### src/design/adc_pkg.sv
package adc_pkg;

	// analog inputs on the converter mux
	localparam int NUM_CH = 8;

	typedef logic [NUM_CH-1:0] chan_sel_t;

	// input i is reported as code i+1, zero means no channel
	typedef logic [3:0] chan_code_t;

	typedef logic [9:0] sample_t;

	typedef logic [15:0] level_t;

	typedef enum logic [1:0] {
		mode_single      = 2'd0,
		mode_sequential  = 2'd1,
		mode_scan_once   = 2'd2,
		mode_scan_repeat = 2'd3
	} adc_mode_e;

	typedef enum logic [2:0] {
		st_idle      = 3'd0,
		st_convert   = 3'd1,
		st_settle    = 3'd2,
		st_hold_wait = 3'd3,
		st_advance   = 3'd4
	} seq_state_e;

	typedef struct packed {
		adc_mode_e mode;
		chan_sel_t in_en;
		level_t    round_num;
	} adc_cfg_t;

	typedef struct packed {
		chan_code_t chan;
		sample_t    data;
	} fifo_word_t;

endpackage

### src/design/adc_sample_fifo.sv
`timescale 1ns/1ps

module adc_sample_fifo #(
	parameter int FIFO_DEPTH = 16
) (
	input  logic                clk_32m,
	input  logic                rstb,
	input  logic                wr_en,
	input  adc_pkg::fifo_word_t wr_data,
	input  logic                rd_en,
	output adc_pkg::fifo_word_t rd_data,
	output logic                rd_valid,
	output logic                empty,
	output logic                full,
	output adc_pkg::level_t     fill_level,
	input  adc_pkg::level_t     half_level,
	input  adc_pkg::level_t     full_level,
	output logic                half_irq,
	output logic                full_irq
);

	localparam int AW = $clog2(FIFO_DEPTH);

	adc_pkg::fifo_word_t mem [FIFO_DEPTH];
	logic [AW-1:0]       wr_ptr;
	logic [AW-1:0]       rd_ptr;
	adc_pkg::level_t     count_nxt;
	logic                do_wr;
	logic                do_rd;

	assign empty = (fill_level == '0);
	assign full  = (fill_level == adc_pkg::level_t'(FIFO_DEPTH));
	assign do_wr = wr_en && !full;
	assign do_rd = rd_en && !empty;

	always_comb
	begin
		case ({do_wr, do_rd})
			2'b10:   count_nxt = fill_level + 16'd1;
			2'b01:   count_nxt = fill_level - 16'd1;
			default: count_nxt = fill_level;
		endcase
	end

	always_ff @(posedge clk_32m)
	begin
		if (do_wr)
			mem[wr_ptr] <= wr_data;
		if (do_rd)
			rd_data <= mem[rd_ptr];
	end

	// pointers wrap on their own, depth is a power of two
	always_ff @(posedge clk_32m or negedge rstb)
	begin
		if (!rstb)
		begin
			wr_ptr     <= '0;
			rd_ptr     <= '0;
			fill_level <= '0;
			rd_valid   <= 1'b0;
			half_irq   <= 1'b0;
			full_irq   <= 1'b0;
		end
		else
		begin
			if (do_wr)
				wr_ptr <= wr_ptr + 1'b1;
			if (do_rd)
				rd_ptr <= rd_ptr + 1'b1;
			fill_level <= count_nxt;
			rd_valid   <= do_rd;
			// thresholds track the new level in the same cycle
			half_irq   <= (count_nxt >= half_level);
			full_irq   <= (count_nxt >= full_level);
		end
	end

	a_level_bound: assert property (@(posedge clk_32m) disable iff (!rstb)
		fill_level <= adc_pkg::level_t'(FIFO_DEPTH));

endmodule

### config.mk
export PLATFORM = sky130hd
export DESIGN_NAME = adc_sample_fifo
export DESIGN_NICKNAME = d
export VERILOG_FILES = /design/src/design/adc_pkg.sv /design/src/design/adc_sample_fifo.sv
export SDC_FILE = /design/constraint.sdc
export NUM_CORES = 1
export LEC_CHECK = 0
export ABC_AREA = 0
export BUFFER_PORTS_ARGS = -buffer_cell sky130_fd_sc_hd__buf_2
export CAP_MARGIN = 15
export CELL_PAD_IN_SITES_DETAIL_PLACEMENT = 1
export CELL_PAD_IN_SITES_GLOBAL_PLACEMENT = 1
export CORE_MARGIN = 2
export CORE_UTILIZATION = 52
export DETAILED_ROUTE_END_ITERATION = 6
export GPL_TIMING_DRIVEN = 0
export HOLD_SLACK_MARGIN = 0.08
export PLACE_DENSITY_LB_ADDON = 0.1
export SLEW_MARGIN = 20
export SYNTH_ARGS = -nofsm -noshare
export SYNTH_HDL_FRONTEND = slang
export SYNTH_SLANG_ARGS = --single-unit
### constraint.sdc
create_clock -name clk_32m -period 5.62 [get_ports clk_32m]
set_clock_uncertainty 0.05 [all_clocks]
set_input_delay 0.843 -clock clk_32m [delete_from_list [all_inputs] [get_ports clk_32m]]
set_output_delay 0.843 -clock clk_32m [all_outputs]
set_load 0.01 [all_outputs]
======== Word-level counts from Yosys, hierarchy flattened ========
Memories as Yosys holds them, arrays and structs flattened. A register that Yosys moved wholly into a read port is not among the register bits.
Index checks and enable logic that the tools add are counted.
word-level totals
  bits in read-only memories .............. 0
  bits in latches ......................... 0
  memories ................................ 1
  register bits after elaboration ......... 27
  RAM bits ................................ 224
  bits of input ports ..................... 50
  logic and storage cells ................. 24
memory list
  memory  depth  bits a word  read ports  clocked after memory_dff  wr ports  line                   RTL
  mem     16     14           1           1                         1         adc_sample_fifo.sv:24  adc_pkg::fifo_word_t mem [FIFO_DEPTH];
cells by class
  $add $sub $neg .......................... 4
  bitwise gates (word level) .............. 0
  muxes and demuxes ....................... 3
  order comparisons ....................... 2
  shift operators ......................... 0
  div/mod/pow operators ................... 0
  reduce and logical (&&, ||, !) cells .... 5
  multiply operators ...................... 0
  equal/unequal tests ..................... 3
operators with widths
  cell                                                number
  greater-or-equal comparator 16 bit                  2
  one-hot mux 16 bit (2 select lines)                 1
  adder 16 x 1 -> 16 bit, second input constant       1
  == test 16 x 5 -> 1 bit, second input constant      1
  logical NOT 16 bit                                  1
  subtractor 16 x 1 -> 16 bit, second input constant  1
  adder 4 x 1 -> 4 bit, second input constant         2
  == test 2 x 1 -> 1 bit, second input constant       1
  == test 2 bit, second input constant                1
  logical AND 1 bit                                   2
  logical NOT 1 bit                                   2
  two-way mux 1 bit                                   2

======== Longest topological paths before layout ========
  word-level depth ........................ 6
  depth in mapped cells ................... 20

======== Worst setup path after synthesis ========
Ideal clock, no wire load.
  path kind ............................... in2reg
  from .................................... input rd_en
  to ...................................... register half_irq
  arrival time ............................ 4.862 ns
  cell stages on the path ................. 17
  required time ........................... 5.444 ns
  slack ................................... 0.582 ns
  path through ............................ nor2b_1 -> clkbuf_1 -> ha_1 -> ha_1 -> a211oi_1 -> o21bai_1 -> o22ai_1 -> o21ai_0 -> xnor2_1 -> o21ai_0 -> ha_1 -> a21o_1 -> a21o_1 -> a21o_1 -> a211oi_1 -> o21bai_1 -> a221o_1
between the ends
  word-level cells in the longest chain between the ends .. 4
RTL lines
  item                                                            line                   RTL
  start: declaration                                              adc_sample_fifo.sv:10  input logic rd_en,
  logical AND 1 bit (*)                                           adc_sample_fifo.sv:34  assign do_rd = rd_en && !empty;
  via do_rd                                                       adc_sample_fifo.sv:29  logic do_rd;
  == test 2 x 1 -> 1 bit / == test 2 bit (equally long branches)  adc_sample_fifo.sv:38  case ({do_wr, do_rd})
  one-hot mux 16 bit (2 select lines) (*)                         adc_sample_fifo.sv:38
  via count_nxt[9]                                                adc_sample_fifo.sv:27  adc_pkg::level_t count_nxt;
  greater-or-equal comparator 16 bit (*)                          adc_sample_fifo.sv:74  half_irq <= (count_nxt >= half_level);
  end signal: assignment                                          adc_sample_fifo.sv:74
  end: declaration                                                adc_sample_fifo.sv:18  output logic half_irq,
The timed path passes the listed nets; every way through them passes the cells marked *.
A chain may end at the register's enable or synchronous reset.

======== Worst setup path after layout ========
  from .................................... register fill_level[5]
  to ...................................... register full_irq
between the ends
  word-level cells in the longest chain between the ends .. 6
RTL lines
  item                                                            line                   RTL
  start: declaration                                              adc_sample_fifo.sv:15  output adc_pkg::level_t fill_level,
  start signal: assignment                                        adc_sample_fifo.sv:71  fill_level <= count_nxt;
  logical NOT 16 bit (*)                                          adc_sample_fifo.sv:31  assign empty = (fill_level == '0);
  logical NOT 1 bit (*)                                           adc_sample_fifo.sv:34
  logical AND 1 bit (*)                                           adc_sample_fifo.sv:34
  via do_rd                                                       adc_sample_fifo.sv:29
  == test 2 x 1 -> 1 bit / == test 2 bit (equally long branches)  adc_sample_fifo.sv:38
  one-hot mux 16 bit (2 select lines) (*)                         adc_sample_fifo.sv:38
  via count_nxt[5]                                                adc_sample_fifo.sv:27
  greater-or-equal comparator 16 bit (*)                          adc_sample_fifo.sv:75  full_irq <= (count_nxt >= full_level);
  end signal: assignment                                          adc_sample_fifo.sv:75
  end: declaration                                                adc_sample_fifo.sv:19  output logic full_irq
Marks and branches as above.

==> flow_summary.ini <==
[outcome]
status = finished clean

[worst_setup_path]
path_buf_inv = 1
crit_required_ns = 5.98
max_stage_delay_ns = 0.43
path_delay_family = compound AO/OA/AOI/OAI gates
arrival_ns = 5.63
worst_setup_path_end_kind = flip-flop
cp_slowest_cell = dfrtp_1
cpMostUsedCell = a21o_1
path_cells = nor4_2 -> nand4_1 -> nor2_1 -> nor2b_1 -> clkbuf_4 -> ha_4 -> ha_1 -> a211oi_1 -> o21bai_1 -> a21oi_1 -> xor2_1 -> o21ai_1 -> ha_1 -> a21o_1 -> a21o_1 -> a21o_1 -> o21ai_0 -> o21ai_0 -> o22a_1
cp_max_fo = 20
crit_path_start_kind = flip-flop
worst-setup-path-type = flip-flop to flip-flop

[sta]
drv_slew = 0
tightestPinTransition_ns = 1.13
fin_ws_ns = 0.343
relSlewSlack_pct = 24.8
rsz0062_at_grt = no
min_period_over_period_pct = 93.9
fin_crit_ns = 5.28
final_hold_viol_count = 0
max_freq_mhz = 190
fin_tns_setup_ns = 0
finalSetupViolations = 0

[placed_design]
pre_cts_ws_ns = -0.572
port_buffers = 84
hpwlAfterDp_mm = 19.7
routabilityCongestion = 0.850

[floorplanning]
core_area_um2 = 21800
die_height_um = 153
start_util_pct = 52.9
rows = 54
io_pins = 85
die_x_um = 153
die_area_um2 = 23400

[yosys]
ys_top_cells_by_count = edfxtp_1 (238), mux4_2 (70), ha_1 (52)
syn_inst = 642
yosysMostFrequentCell = edfxtp_1
yosysWarningCount = 0
yosysSeqAreaShare_pct = 67.9
synth_top_cell_by_area = edfxtp_1
syn_area_per_cell_um2 = 17.9
async_reset_ff_share_pct = 10.2
yosysUniqueCellTypes = 49
synth.top_cells.by_area = edfxtp_1 (62%), mux4_2 (14%), dfrtp_1 (5.9%)
synth_edf_count = 238
synth_flop_cell = edfxtp_1
synth_seq_cells = 265
synth_top_area_share_pct = 62.1
syn-num-nets = 745
syn_area_um2 = 11500

[global_routing]
grt_pass1_vias = 7001
grt_pass1_wl_mm = 42.9
track_usage_pct = 24.6
overflow = 0
grt_max_degree = 28
antenna_found_initial = 0

[cts]
root_buffer = clkbuf_16
clockBufferDepth = 3
post_cts_buffers = 0
htreeDepth = 1
numCtsBuffers = 27
clk-insertion-delay-late_ns = 0.53
cts_tree = done
clk_pin_slew_worst_paths_ns = 0.07
cts.sinks = 265

[pwr]
power_density_nw_per_um2 = 520
cellLeakagePower_nw = 5.02
peakVddDrop_v = 0.000252
p_total_mw = 7.00

[finish]
nets = 878
drive_gt1_share_pct = 31.5
area_growth_pct = 17.0
post-route-util_pct = 61.9
diodes = 0

[routing]
wl_met3_mm = 1.52
firstDrtPassIters = 5
wl_per_cell_um = 26.3
vias = 6458
drtAntennaViolNets = 0
drt_iter0_markers = 523
wl_mm = 28.3
wl_met2_mm = 14.1
drcViolationCount = 0
vias_per_cell = 6.01
maxUsedRoutingLayer = met4
wl_met1_mm = 12.0

[min_path]
min_path_type = primary input to asynchronous set/reset pin

[flow_run]
cap_violations = 0
-- worst reg2reg max path, delay by kind of cell, from the launching register on --
family          cells  cell delay (ns)
simple gates        4             0.87
flops               1             0.43
compound gates     10             2.34
fa+ha+maj           3             0.99
xor+xnor            1             0.15
buf+inv             1             0.33
-- metal layers --
metal | vias to the layer above | GRT usage (%)
met5 | - | 0
met4 | 0 | 5.82
met3 | 44 | 4.14
met2 | 226 | 41.1
met1 | 3363 | 34.5
li1 | 2825 | -
-- final cells by class --
class,instances,area [um^2]
tap,280,350
inverter,41,158
clock buffer,33,738
buffer,24,143
clock inverter,15,188
sequential,265,7820
multi-input combinational,312,3490
timing repair buffer,104,581
fill,1940,8280
-- per-stage QoR --
step	area (um^2)	hold WS, ns	cells
global placement	12300	0.531	1006
finish	13500	0.350	1074
global route	13500	0.368	1074
floorplan	11500	0.497	642
CTS	13500	0.350	1074
detailed placement	12500	0.568	1026
-- where the power goes --
| group | switching [mW] | internal (mW) | total, mW |
|---|---|---|---|
| clock network | 0.741 | 1.12 | 1.86 |
| logic | 1.35 | 1.12 | 2.48 |
| registers | 0.170 | 2.50 | 2.66 |
| total | 2.26 | 4.74 | 7.00 |
-- worst paths after layout --
kind / startpoint / endpoint / slack (ns) / cells past startpoint
setup / recovery: fill_level[5] / full_irq / 0.34 / 19
hold / removal: rstb / fill_level[3] / 0.35 / 1
setup reg to reg: fill_level[5] / full_irq / 0.34 / 19
hold reg to reg: wr_ptr[0] / wr_ptr[3] / 0.57 / 2
max in group asynchronous: rstb / rd_ptr[1] / 4.67 / 1
min in group clk_32m: wr_ptr[0] / wr_ptr[3] / 0.57 / 2
-- layout by cell type (no fill, tap or decap), types with 4 or more instances in the layout --
cell type and n:
nor2_2 4, inv_1 40, clkinv_2 6, ha_1 51, clkbuf_16 27, clkbuf_8 4, nand2_1 27, nor2_1 8
o21ai_0 20, o21ai_1 4, nor3_2 4, a211oi_1 4, buf_8 7, and2_1 5, bufinv_16 4, edfxtp_1 238
clkbuf_1 13, buf_2 98, xor2_1 6, nor3_1 5, a21oi_1 16, nand4_1 6, dfrtp_1 27, buf_4 8
nand3_1 5, xnor2_1 12, a21o_1 18, nor4_2 6, mux4_2 70
-- registers in the layout (all words and copies together), names as in the netlist --
signal	count
half_irq	1
full_irq	1
rd_data	14
rd_valid	1
rd_ptr	4
fill_level	16
wr_ptr	4
mem	224
-- cell families after synthesis --
family / count (synthesis) / synth area share (%)
buffers and inverters: 65 / 2.54
flip-flops: 265 / 67.9
AND/OR/NAND/NOR: 87 / 3.81
multiplexers: 73 / 14.0
XOR/XNOR: 18 / 1.37
adder cells (fa/ha/maj): 53 / 5.82
AO/OA/AOI/OAI: 81 / 4.55
-- what timing repair did --
item	4_1_cts	5_1_grt
setup endpoints to repair	2	2
hold buffers	0	0
resized for setup	4	7
Note: power is estimated with default switching activity, not from simulation.
