## config.mk

```make
export PLATFORM = sky130hd
export DESIGN_NAME = adc_seq_fsm
export DESIGN_NICKNAME = d
export VERILOG_FILES = /design/src/design/adc_pkg.sv /design/src/design/adc_seq_fsm.sv
export SDC_FILE = /design/constraint.sdc
export NUM_CORES = 1
export LEC_CHECK = 0
export BUFFER_PORTS_ARGS = -buffer_cell sky130_fd_sc_hd__buf_4
export CAP_MARGIN = 20
export CORE_ASPECT_RATIO = 0.8
export CORE_UTILIZATION = 53
export DETAILED_ROUTE_END_ITERATION = 16
export GPL_TIMING_DRIVEN = 1
export PLACE_DENSITY = 0.77
export SLEW_MARGIN = 20
export SYNTH_ARGS = -nofsm -noshare
export SYNTH_HDL_FRONTEND = slang
export SYNTH_SLANG_ARGS = --single-unit
```

## constraint.sdc

```tcl
create_clock -name clk_32m -period 2 [get_ports clk_32m]
set_clock_uncertainty 0.1 [all_clocks]
set_input_delay 0.1 -clock clk_32m [delete_from_list [all_inputs] [get_ports clk_32m]]
set_output_delay 0.1 -clock clk_32m [all_outputs]
set_load 0.02 [all_outputs]
```

## src/design/adc_pkg.sv

```systemverilog
package adc_pkg;

	// analog inputs on the converter mux
	localparam int NUM_CH = 8;

	typedef logic [NUM_CH-1:0] chan_sel_t;

	// input i is reported as code i+1, zero means no channel
	typedef logic [3:0] chan_code_t;

	typedef logic [9:0] sample_t;

	typedef logic [15:0] level_t;

	typedef enum logic [1:0] {
		mode_single      = 2'd0,
		mode_sequential  = 2'd1,
		mode_scan_once   = 2'd2,
		mode_scan_repeat = 2'd3
	} adc_mode_e;

	typedef enum logic [2:0] {
		st_idle      = 3'd0,
		st_convert   = 3'd1,
		st_settle    = 3'd2,
		st_hold_wait = 3'd3,
		st_advance   = 3'd4
	} seq_state_e;

	typedef struct packed {
		adc_mode_e mode;
		chan_sel_t in_en;
		level_t    round_num;
	} adc_cfg_t;

	typedef struct packed {
		chan_code_t chan;
		sample_t    data;
	} fifo_word_t;

endpackage

```

## src/design/adc_seq_fsm.sv

```systemverilog
`timescale 1ns/1ps

module adc_seq_fsm #(
	parameter int SETTLE_CYCLES = 4
) (
	input  logic             clk_32m,
	input  logic             rstb,
	input  adc_pkg::adc_cfg_t cfg,
	input  logic             start_rise,
	input  logic             start_level,
	input  logic             ckout_fall,
	input  logic             full,
	input  logic             round_done,
	output logic             adc_start,
	output logic             sample_wr,
	output logic             load_first,
	output logic             step_next
);

	localparam int CW = $clog2(SETTLE_CYCLES + 1);

	adc_pkg::seq_state_e state;
	adc_pkg::seq_state_e state_nxt;
	logic [CW-1:0]       settle_cnt;
	adc_pkg::level_t     sample_cnt;
	adc_pkg::level_t     round_cnt;
	adc_pkg::level_t     round_target;
	logic                settle_last;
	logic                scan_mode;
	logic                more;

	assign settle_last = (settle_cnt == CW'(SETTLE_CYCLES - 1));
	assign scan_mode   = (cfg.mode == adc_pkg::mode_scan_once) ||
	                     (cfg.mode == adc_pkg::mode_scan_repeat);
	// zero rounds still runs one
	assign round_target = (cfg.round_num == '0) ? 16'd1 : cfg.round_num;

	assign adc_start  = (state == adc_pkg::st_convert);
	assign sample_wr  = (state == adc_pkg::st_convert) && ckout_fall && !full;
	assign load_first = (state == adc_pkg::st_idle) && start_rise && !full;
	// selection moves during settle so advance sees the new channel
	assign step_next  = (state == adc_pkg::st_settle) && settle_last && scan_mode;

	always_comb
	begin
		more = 1'b0;
		case (cfg.mode)
			adc_pkg::mode_single:      more = 1'b0;
			adc_pkg::mode_sequential:  more = (cfg.round_num == '0) ||
			                                  (sample_cnt < cfg.round_num);
			adc_pkg::mode_scan_once:   more = !round_done;
			adc_pkg::mode_scan_repeat: more = !round_done ||
			                                  (round_cnt < round_target - 16'd1);
			default:                   more = 1'b0;
		endcase
	end

	always_comb
	begin
		state_nxt = state;
		case (state)
			adc_pkg::st_idle:      if (load_first) state_nxt = adc_pkg::st_convert;
			adc_pkg::st_convert:   if (ckout_fall) state_nxt = adc_pkg::st_settle;
			adc_pkg::st_settle:    if (settle_last) state_nxt = adc_pkg::st_advance;
			adc_pkg::st_advance:
			begin
				if (!more)
					state_nxt = adc_pkg::st_idle;
				else if (full)
					state_nxt = adc_pkg::st_hold_wait;
				else
					state_nxt = adc_pkg::st_convert;
			end
			adc_pkg::st_hold_wait: if (!full) state_nxt = adc_pkg::st_convert;
			default:               state_nxt = adc_pkg::st_idle;
		endcase
		// request dropped, abort the run
		if (state != adc_pkg::st_idle && !start_level)
			state_nxt = adc_pkg::st_idle;
	end

	always_ff @(posedge clk_32m or negedge rstb)
	begin
		if (!rstb)
		begin
			state      <= adc_pkg::st_idle;
			settle_cnt <= '0;
			sample_cnt <= '0;
			round_cnt  <= '0;
		end
		else
		begin
			state <= state_nxt;
			if (state == adc_pkg::st_settle && !settle_last)
				settle_cnt <= settle_cnt + 1'b1;
			else
				settle_cnt <= '0;
			if (state == adc_pkg::st_idle)
				sample_cnt <= '0;
			else if (sample_wr)
				sample_cnt <= sample_cnt + 16'd1;
			if (state == adc_pkg::st_idle)
				round_cnt <= '0;
			else if (state == adc_pkg::st_advance && round_done &&
			         cfg.mode == adc_pkg::mode_scan_repeat)
				round_cnt <= round_cnt + 16'd1;
		end
	end

	// end of conversion always finds room for its word
	a_wr_not_full: assert property (@(posedge clk_32m) disable iff (!rstb)
		(state == adc_pkg::st_convert && ckout_fall) |-> !full);

	// a run only starts from a request edge
	a_idle_no_start: assert property (@(posedge clk_32m) disable iff (!rstb)
		(state == adc_pkg::st_idle && !start_rise) |=> !adc_start);

endmodule

```

# Word-level counts from Yosys, hierarchy flattened
# Cells that the tools add are included.
# totals
reg_bits,38
wordCells,61
inputBits,33
out_inout_bits,4
# op_classes
n_lt_le_gt_ge,2
n_mux,15
n_eq_ne,12
n_addsub,4
n_reduce_logical,24
# ops
cell,n
two-way mux 16 bit,5
adder 16 x 1 -> 16 bit (second input constant),2
less-than comparator 16 bit,2
two-way mux 3 bit,6
logical NOT 16 bit,1
subtractor 16 x 1 -> 16 bit (second input constant),1
case mux 3 bit (5 select lines),1
logical AND 1 bit,10
== test 3 x 2 -> 1 bit (second input constant),3
inequality test 3 x 2 -> 1 bit (second input constant),3
== test 2 bit (second input constant),2
logical NOT 1 bit,4
two-way mux 2 bit,2
case mux 1 bit (4 select lines),1
AND reduction 4 bit,1
nonzero test 2 bit,2
adder 3 x 1 -> 3 bit (second input constant),1
== test 3 x 1 -> 1 bit (second input constant),1
== test 3 bit (second input constant),1
logical NOT 3 bit,1
logical OR 1 bit,3
inequality test 3 bit (second input constant),1
nonzero test 3 bit,1
== test 2 x 1 -> 1 bit (second input constant),1
logical NOT 2 bit,1

# Longest topological paths before layout
# depth
word_depth,9
depth_mapped,16
depth_no_buf,15

# Worst setup path before layout
# No wires, ideal clock.
# synth_timing
path_type,input port to flip-flop
startpoint,in cfg[7] (netlist bit)
endpoint,reg state[1]
t_required_ps,1813
path_buffers,0
path_stages,15
path_slack_ps,-923
setup_time_ps,87
arrival_time_ps,2736
cell_sequence,nor4_1 nand4_1 nor2_1 nor2_1 ha_1 and3_1 nand4_1 xnor2_1 ha_1 a21o_1 a211o_1 o221ai_1 and3_1 a21oi_1 o211ai_1
# synth_between
elab_chain_cells,9
elab_cells_between_ends,11
classes_between,1 x add/sub; 2 x order compare; 5 x mux; 3 x reduce/logical
# synth_rtl
item,line_no,text
"start, declared",adc_seq_fsm.sv:8,"input adc_pkg::adc_cfg_t cfg,"
logical NOT 16 bit,"adc_seq_fsm.sv:36, adc_seq_fsm.sv:49",
two-way mux 16 bit,adc_seq_fsm.sv:36,assign round_target = (cfg.round_num == '0) ? 16'd1 : cfg.round_num;
subtractor 16 x 1 -> 16 bit,adc_seq_fsm.sv:53,(round_cnt < round_target - 16'd1);
less-than comparator 16 bit,adc_seq_fsm.sv:53,
logical OR 1 bit,adc_seq_fsm.sv:52,adc_pkg::mode_scan_repeat: more = !round_done ||
case mux 1 bit (4 select lines) *,adc_seq_fsm.sv:47,case (cfg.mode)
two-way mux 2 bit *,adc_seq_fsm.sv:67,if (!more)
case mux 3 bit (5 select lines) *,adc_seq_fsm.sv:61,case (state)
two-way mux 3 bit *,adc_seq_fsm.sv:78,if (state != adc_pkg::st_idle && !start_level)
"end signal, assigned",adc_seq_fsm.sv:86,state <= adc_pkg::st_idle;
"end signal, assigned",adc_seq_fsm.sv:93,state <= state_nxt;
"end, declared",adc_seq_fsm.sv:22,adc_pkg::seq_state_e state;
# Every way passes the cells marked *; elsewhere a longest branch is shown, timed or not.
# A chain may end at the register's enable or synchronous reset.

# Worst setup path in the final report
# layout_timing
startpoint,in cfg[3] (netlist bit)
endpoint,reg state[0]
# Same word-level chain as after synthesis.

==> qor.csv <==
stage,metric,value,unit
setup_path,crit_arrival,2.78,ns
logic_synthesis,synth_mux_area_share,0.3480,%
power,p_leak,1.959,nW
setup_path,crit_path_start_kind,input port,
floorplan,placeableCoreArea,5122,sq um
drt,wl,8042,um
logic_synthesis,yosysWarnings,0,
logic_synthesis,synth_fp_nets,397,
placed_design,postPlaceCellArea,3538,sq um
timing,setup_ws,-0.7121,ns
setup_path,endpoint_kind,flip-flop,
placed_design,gp_congestion,0.9011,
drt,via_per_inst,5.763,
floorplan,io_pins,37,
outcome,status,"complete, but fails checks",
placed_design,portBuffers,28,
floorplan,die_h,67.90,um
setup_path,crit_type,in -> reg,
floorplan,dieWidth,84.37,um
clocking,cts_root_buffer,clkbuf_8,
run,max_cap_viol_count,0,
power,peakVddDrop,0.2859,mV
clocking,cts.clk_slew.worst_paths,0.07,ns
timing,worst_hold_slack,-0.002401,ns
clocking,htreeDepth,2,
floorplan,rows,23,
logic_synthesis,synth-adder-area-share,15.22,%
floorplan,dieArea,5728,sq um
logic_synthesis,syn_area_per_cell,8.743,sq um
layout,num-fill-cells,353,
clocking,insertion_delay,0.30,ns
logic_synthesis,ys_seq_area_share,33.06,%
outcome,violations,"design-rule violations, negative hold slack, negative setup slack",
drt,drtAntennaViolNets,0,
logic_synthesis,yosysTopAreaCell,dfrtp_1,
setup_path,critical_path.top_delay_family,simple AND/OR/NAND/NOR gates,
global_route,grt_pass1_wl,12450,um
layout,antennaDiodeCount,0,
logic_synthesis,synth-main-ff-cell,dfrtp_1,
drt,drt_iter0_markers,152,
logic_synthesis,synth_edf_count,0,
hold_path,hold_class,in -> reg,
layout,mostFrequentLayoutCells,"buf_4, nor2_1, dfrtp_1, ha_1, inv_1",
setup_path,cp_slowest_cell,nor4b_1,
clocking,clock_path_buffers,2,
setup_path,crit_path_max_fanout,3,
drt,wl_per_cell,16.41,um
drt,drc,6,
drt,dr_total_vias,2824,
setup_path,crit_chain,"buf_8, nor4_4, buf_4, buf_4, nand3_1, nor4b_1, xnor2_1, ha_1, nand3_1, nor3_2, nand2_1, and3_4, a21oi_2, o311ai_1",
global_route,antenna_found_initial,0,
logic_synthesis,synth_seq_cells,38,
timing,worst_pin_slew,0.4957,ns
timing,rsz0062_at_grt,yes,
clocking,cts_sinks,38,
layout,finish.net_count,495,
setup_path,path_buf_inv,3,
logic_synthesis,synth.distinct_cells,44,
layout,syn2layout_area_growth,35.89,%
global_route,grt_pass1_vias,2672,
timing,fin_crit_sh,135.6,%
placed_design,post-dp-hpwl,5305,um
global_route,gr-total-overflow,0,
timing,fin_crit,2.712,ns
drt,drtPass1Iterations,12,
timing,max_slew_margin,66.96,%
logic_synthesis,synth_area,2877,sq um
clocking,cts_buffers,5,
layout,layout_commonest_cell,buf_4,
logic_synthesis,synth_compound_area_share,8.917,%
logic_synthesis,postSynthCellCount,329,
timing,slew_viol_final,0,
timing,hold_viol,1,
global_route,track_usage,28.45,%
timing,fmax,0.3687,GHz
logic_synthesis,synthArstFlopShare,100.0,%
clocking,cts_tree,yes,
logic_synthesis,synth_top_family_by_area,simple AND/OR/NAND/NOR gates,
layout,final_core_util,76.31,%
setup_path,required,2.07,ns
logic_synthesis,synth_xor_area_share,11.57,%
floorplan,initial_utilization,56.16,%
timing,setup_viol,2,
logic_synthesis,synthTopCellsByArea,"dfrtp_1, ha_1, xor2_1, nor2_1, xnor2_1",
logic_synthesis,synth_top_area_share,33.06,%
logic_synthesis,synth_simple_gate_area_share,26.75,%
global_route,grt_max_degree,39,
power,p_per_area,440.7,nW/um^2
layout,design_area,3909,sq um
layout,final_layout_size_suffix_gt1_share,30.14,%
setup_path,slowest_delay,0.45,ns
[area by class of cell]
| cell class | instances | area [sq um] | area share, % |
|---|---|---|---|
| Tap cell | 62 | 77.57 | 1.985 |
| Inverter | 22 | 82.58 | 2.113 |
| Timing Repair Buffer | 98 | 767.0 | 19.62 |
| Multi-Input combinational cell | 262 | 1919 | 49.10 |
| Clock buffer | 8 | 110.1 | 2.817 |
| Sequential cell | 38 | 952.2 | 24.36 |
[logic make-up after synthesis]
group                    after synthesis
AO/OA/AOI/OAI                         42
adder cells (fa/ha/maj)               35
multiplexers                           1
AND/OR/NAND/NOR                      146
XOR/XNOR                              38
flip-flops                            38
buffers and inverters                 29
[flip-flops by register name, summed over array words and instances (netlist names)]
| name | count |
|---|---|
| round_cnt | 16 |
| sample_cnt | 16 |
| settle_cnt | 3 |
| state | 3 |
[power by group]
part	internal [mW]	total, mW	switching (mW)
Combinational	0.144	0.308	0.164
Sequential	0.772	0.776	0.00447
Clock	0.349	0.639	0.290
[synth_stat cells (all sizes together) (11+ instances only)]
library cell,number
ha,35
nand4,17
dfrtp,38
nand2,22
xor2,21
a21oi,14
xnor2,17
nor2,43
and3,11
o21ai,11
inv,22
nand3,15
[timing repair]
item | 4_1_cts | 5_1_grt
hold buffers | 2 | 0
pin swaps | 16 | 25
buffers inserted | 14 | 5
setup endpoints to repair | 2 | 14
resized for setup | 8 | 19
hold endpoints to repair | 39 | 0
[metrics by stage]
stage               setup slack [ns]  cells  total power [mW]  TNS, ns
floorplan                    -0.7179    329            0.9036   -1.375
global placement             -0.8667    461             1.060   -1.688
detailed placement           -0.9334    461             1.065   -1.821
CTS                          -0.5737    485             1.697   -1.094
global route                 -0.8658    490             1.781   -1.720
finish                       -0.7121    490             1.723   -1.414
[per-layer routing]
metal | wire [um] | GRT usage (%) | share of wire [%]
met2 | 3730 | 48.77 | 46
met1 | 3659 | 37.32 | 45
met5 | 0 | 0 | 0
met4 | 249 | 9.958 | 3.1
met3 | 403 | 4.704 | 5.0
[path summary, 6_finish.rpt]
| check | start | to | slack (ns) | cells past startpoint |
|---|---|---|---|---|
| max | cfg[3] | state[0] | -0.71 | 14 |
| min | start_level | state[2] | -0.002 | 2 |
| max reg2reg | sample_cnt[5] | state[0] | -0.11 | 7 |
| min reg2reg | settle_cnt[0] | settle_cnt[0] | 0.33 | 1 |
| min in group asynchronous | rstb | round_cnt[1] | 0.21 | 2 |
| max in group asynchronous | rstb | state[2] | 1.22 | 2 |
Note: power is estimated with default switching activity, not from simulation.
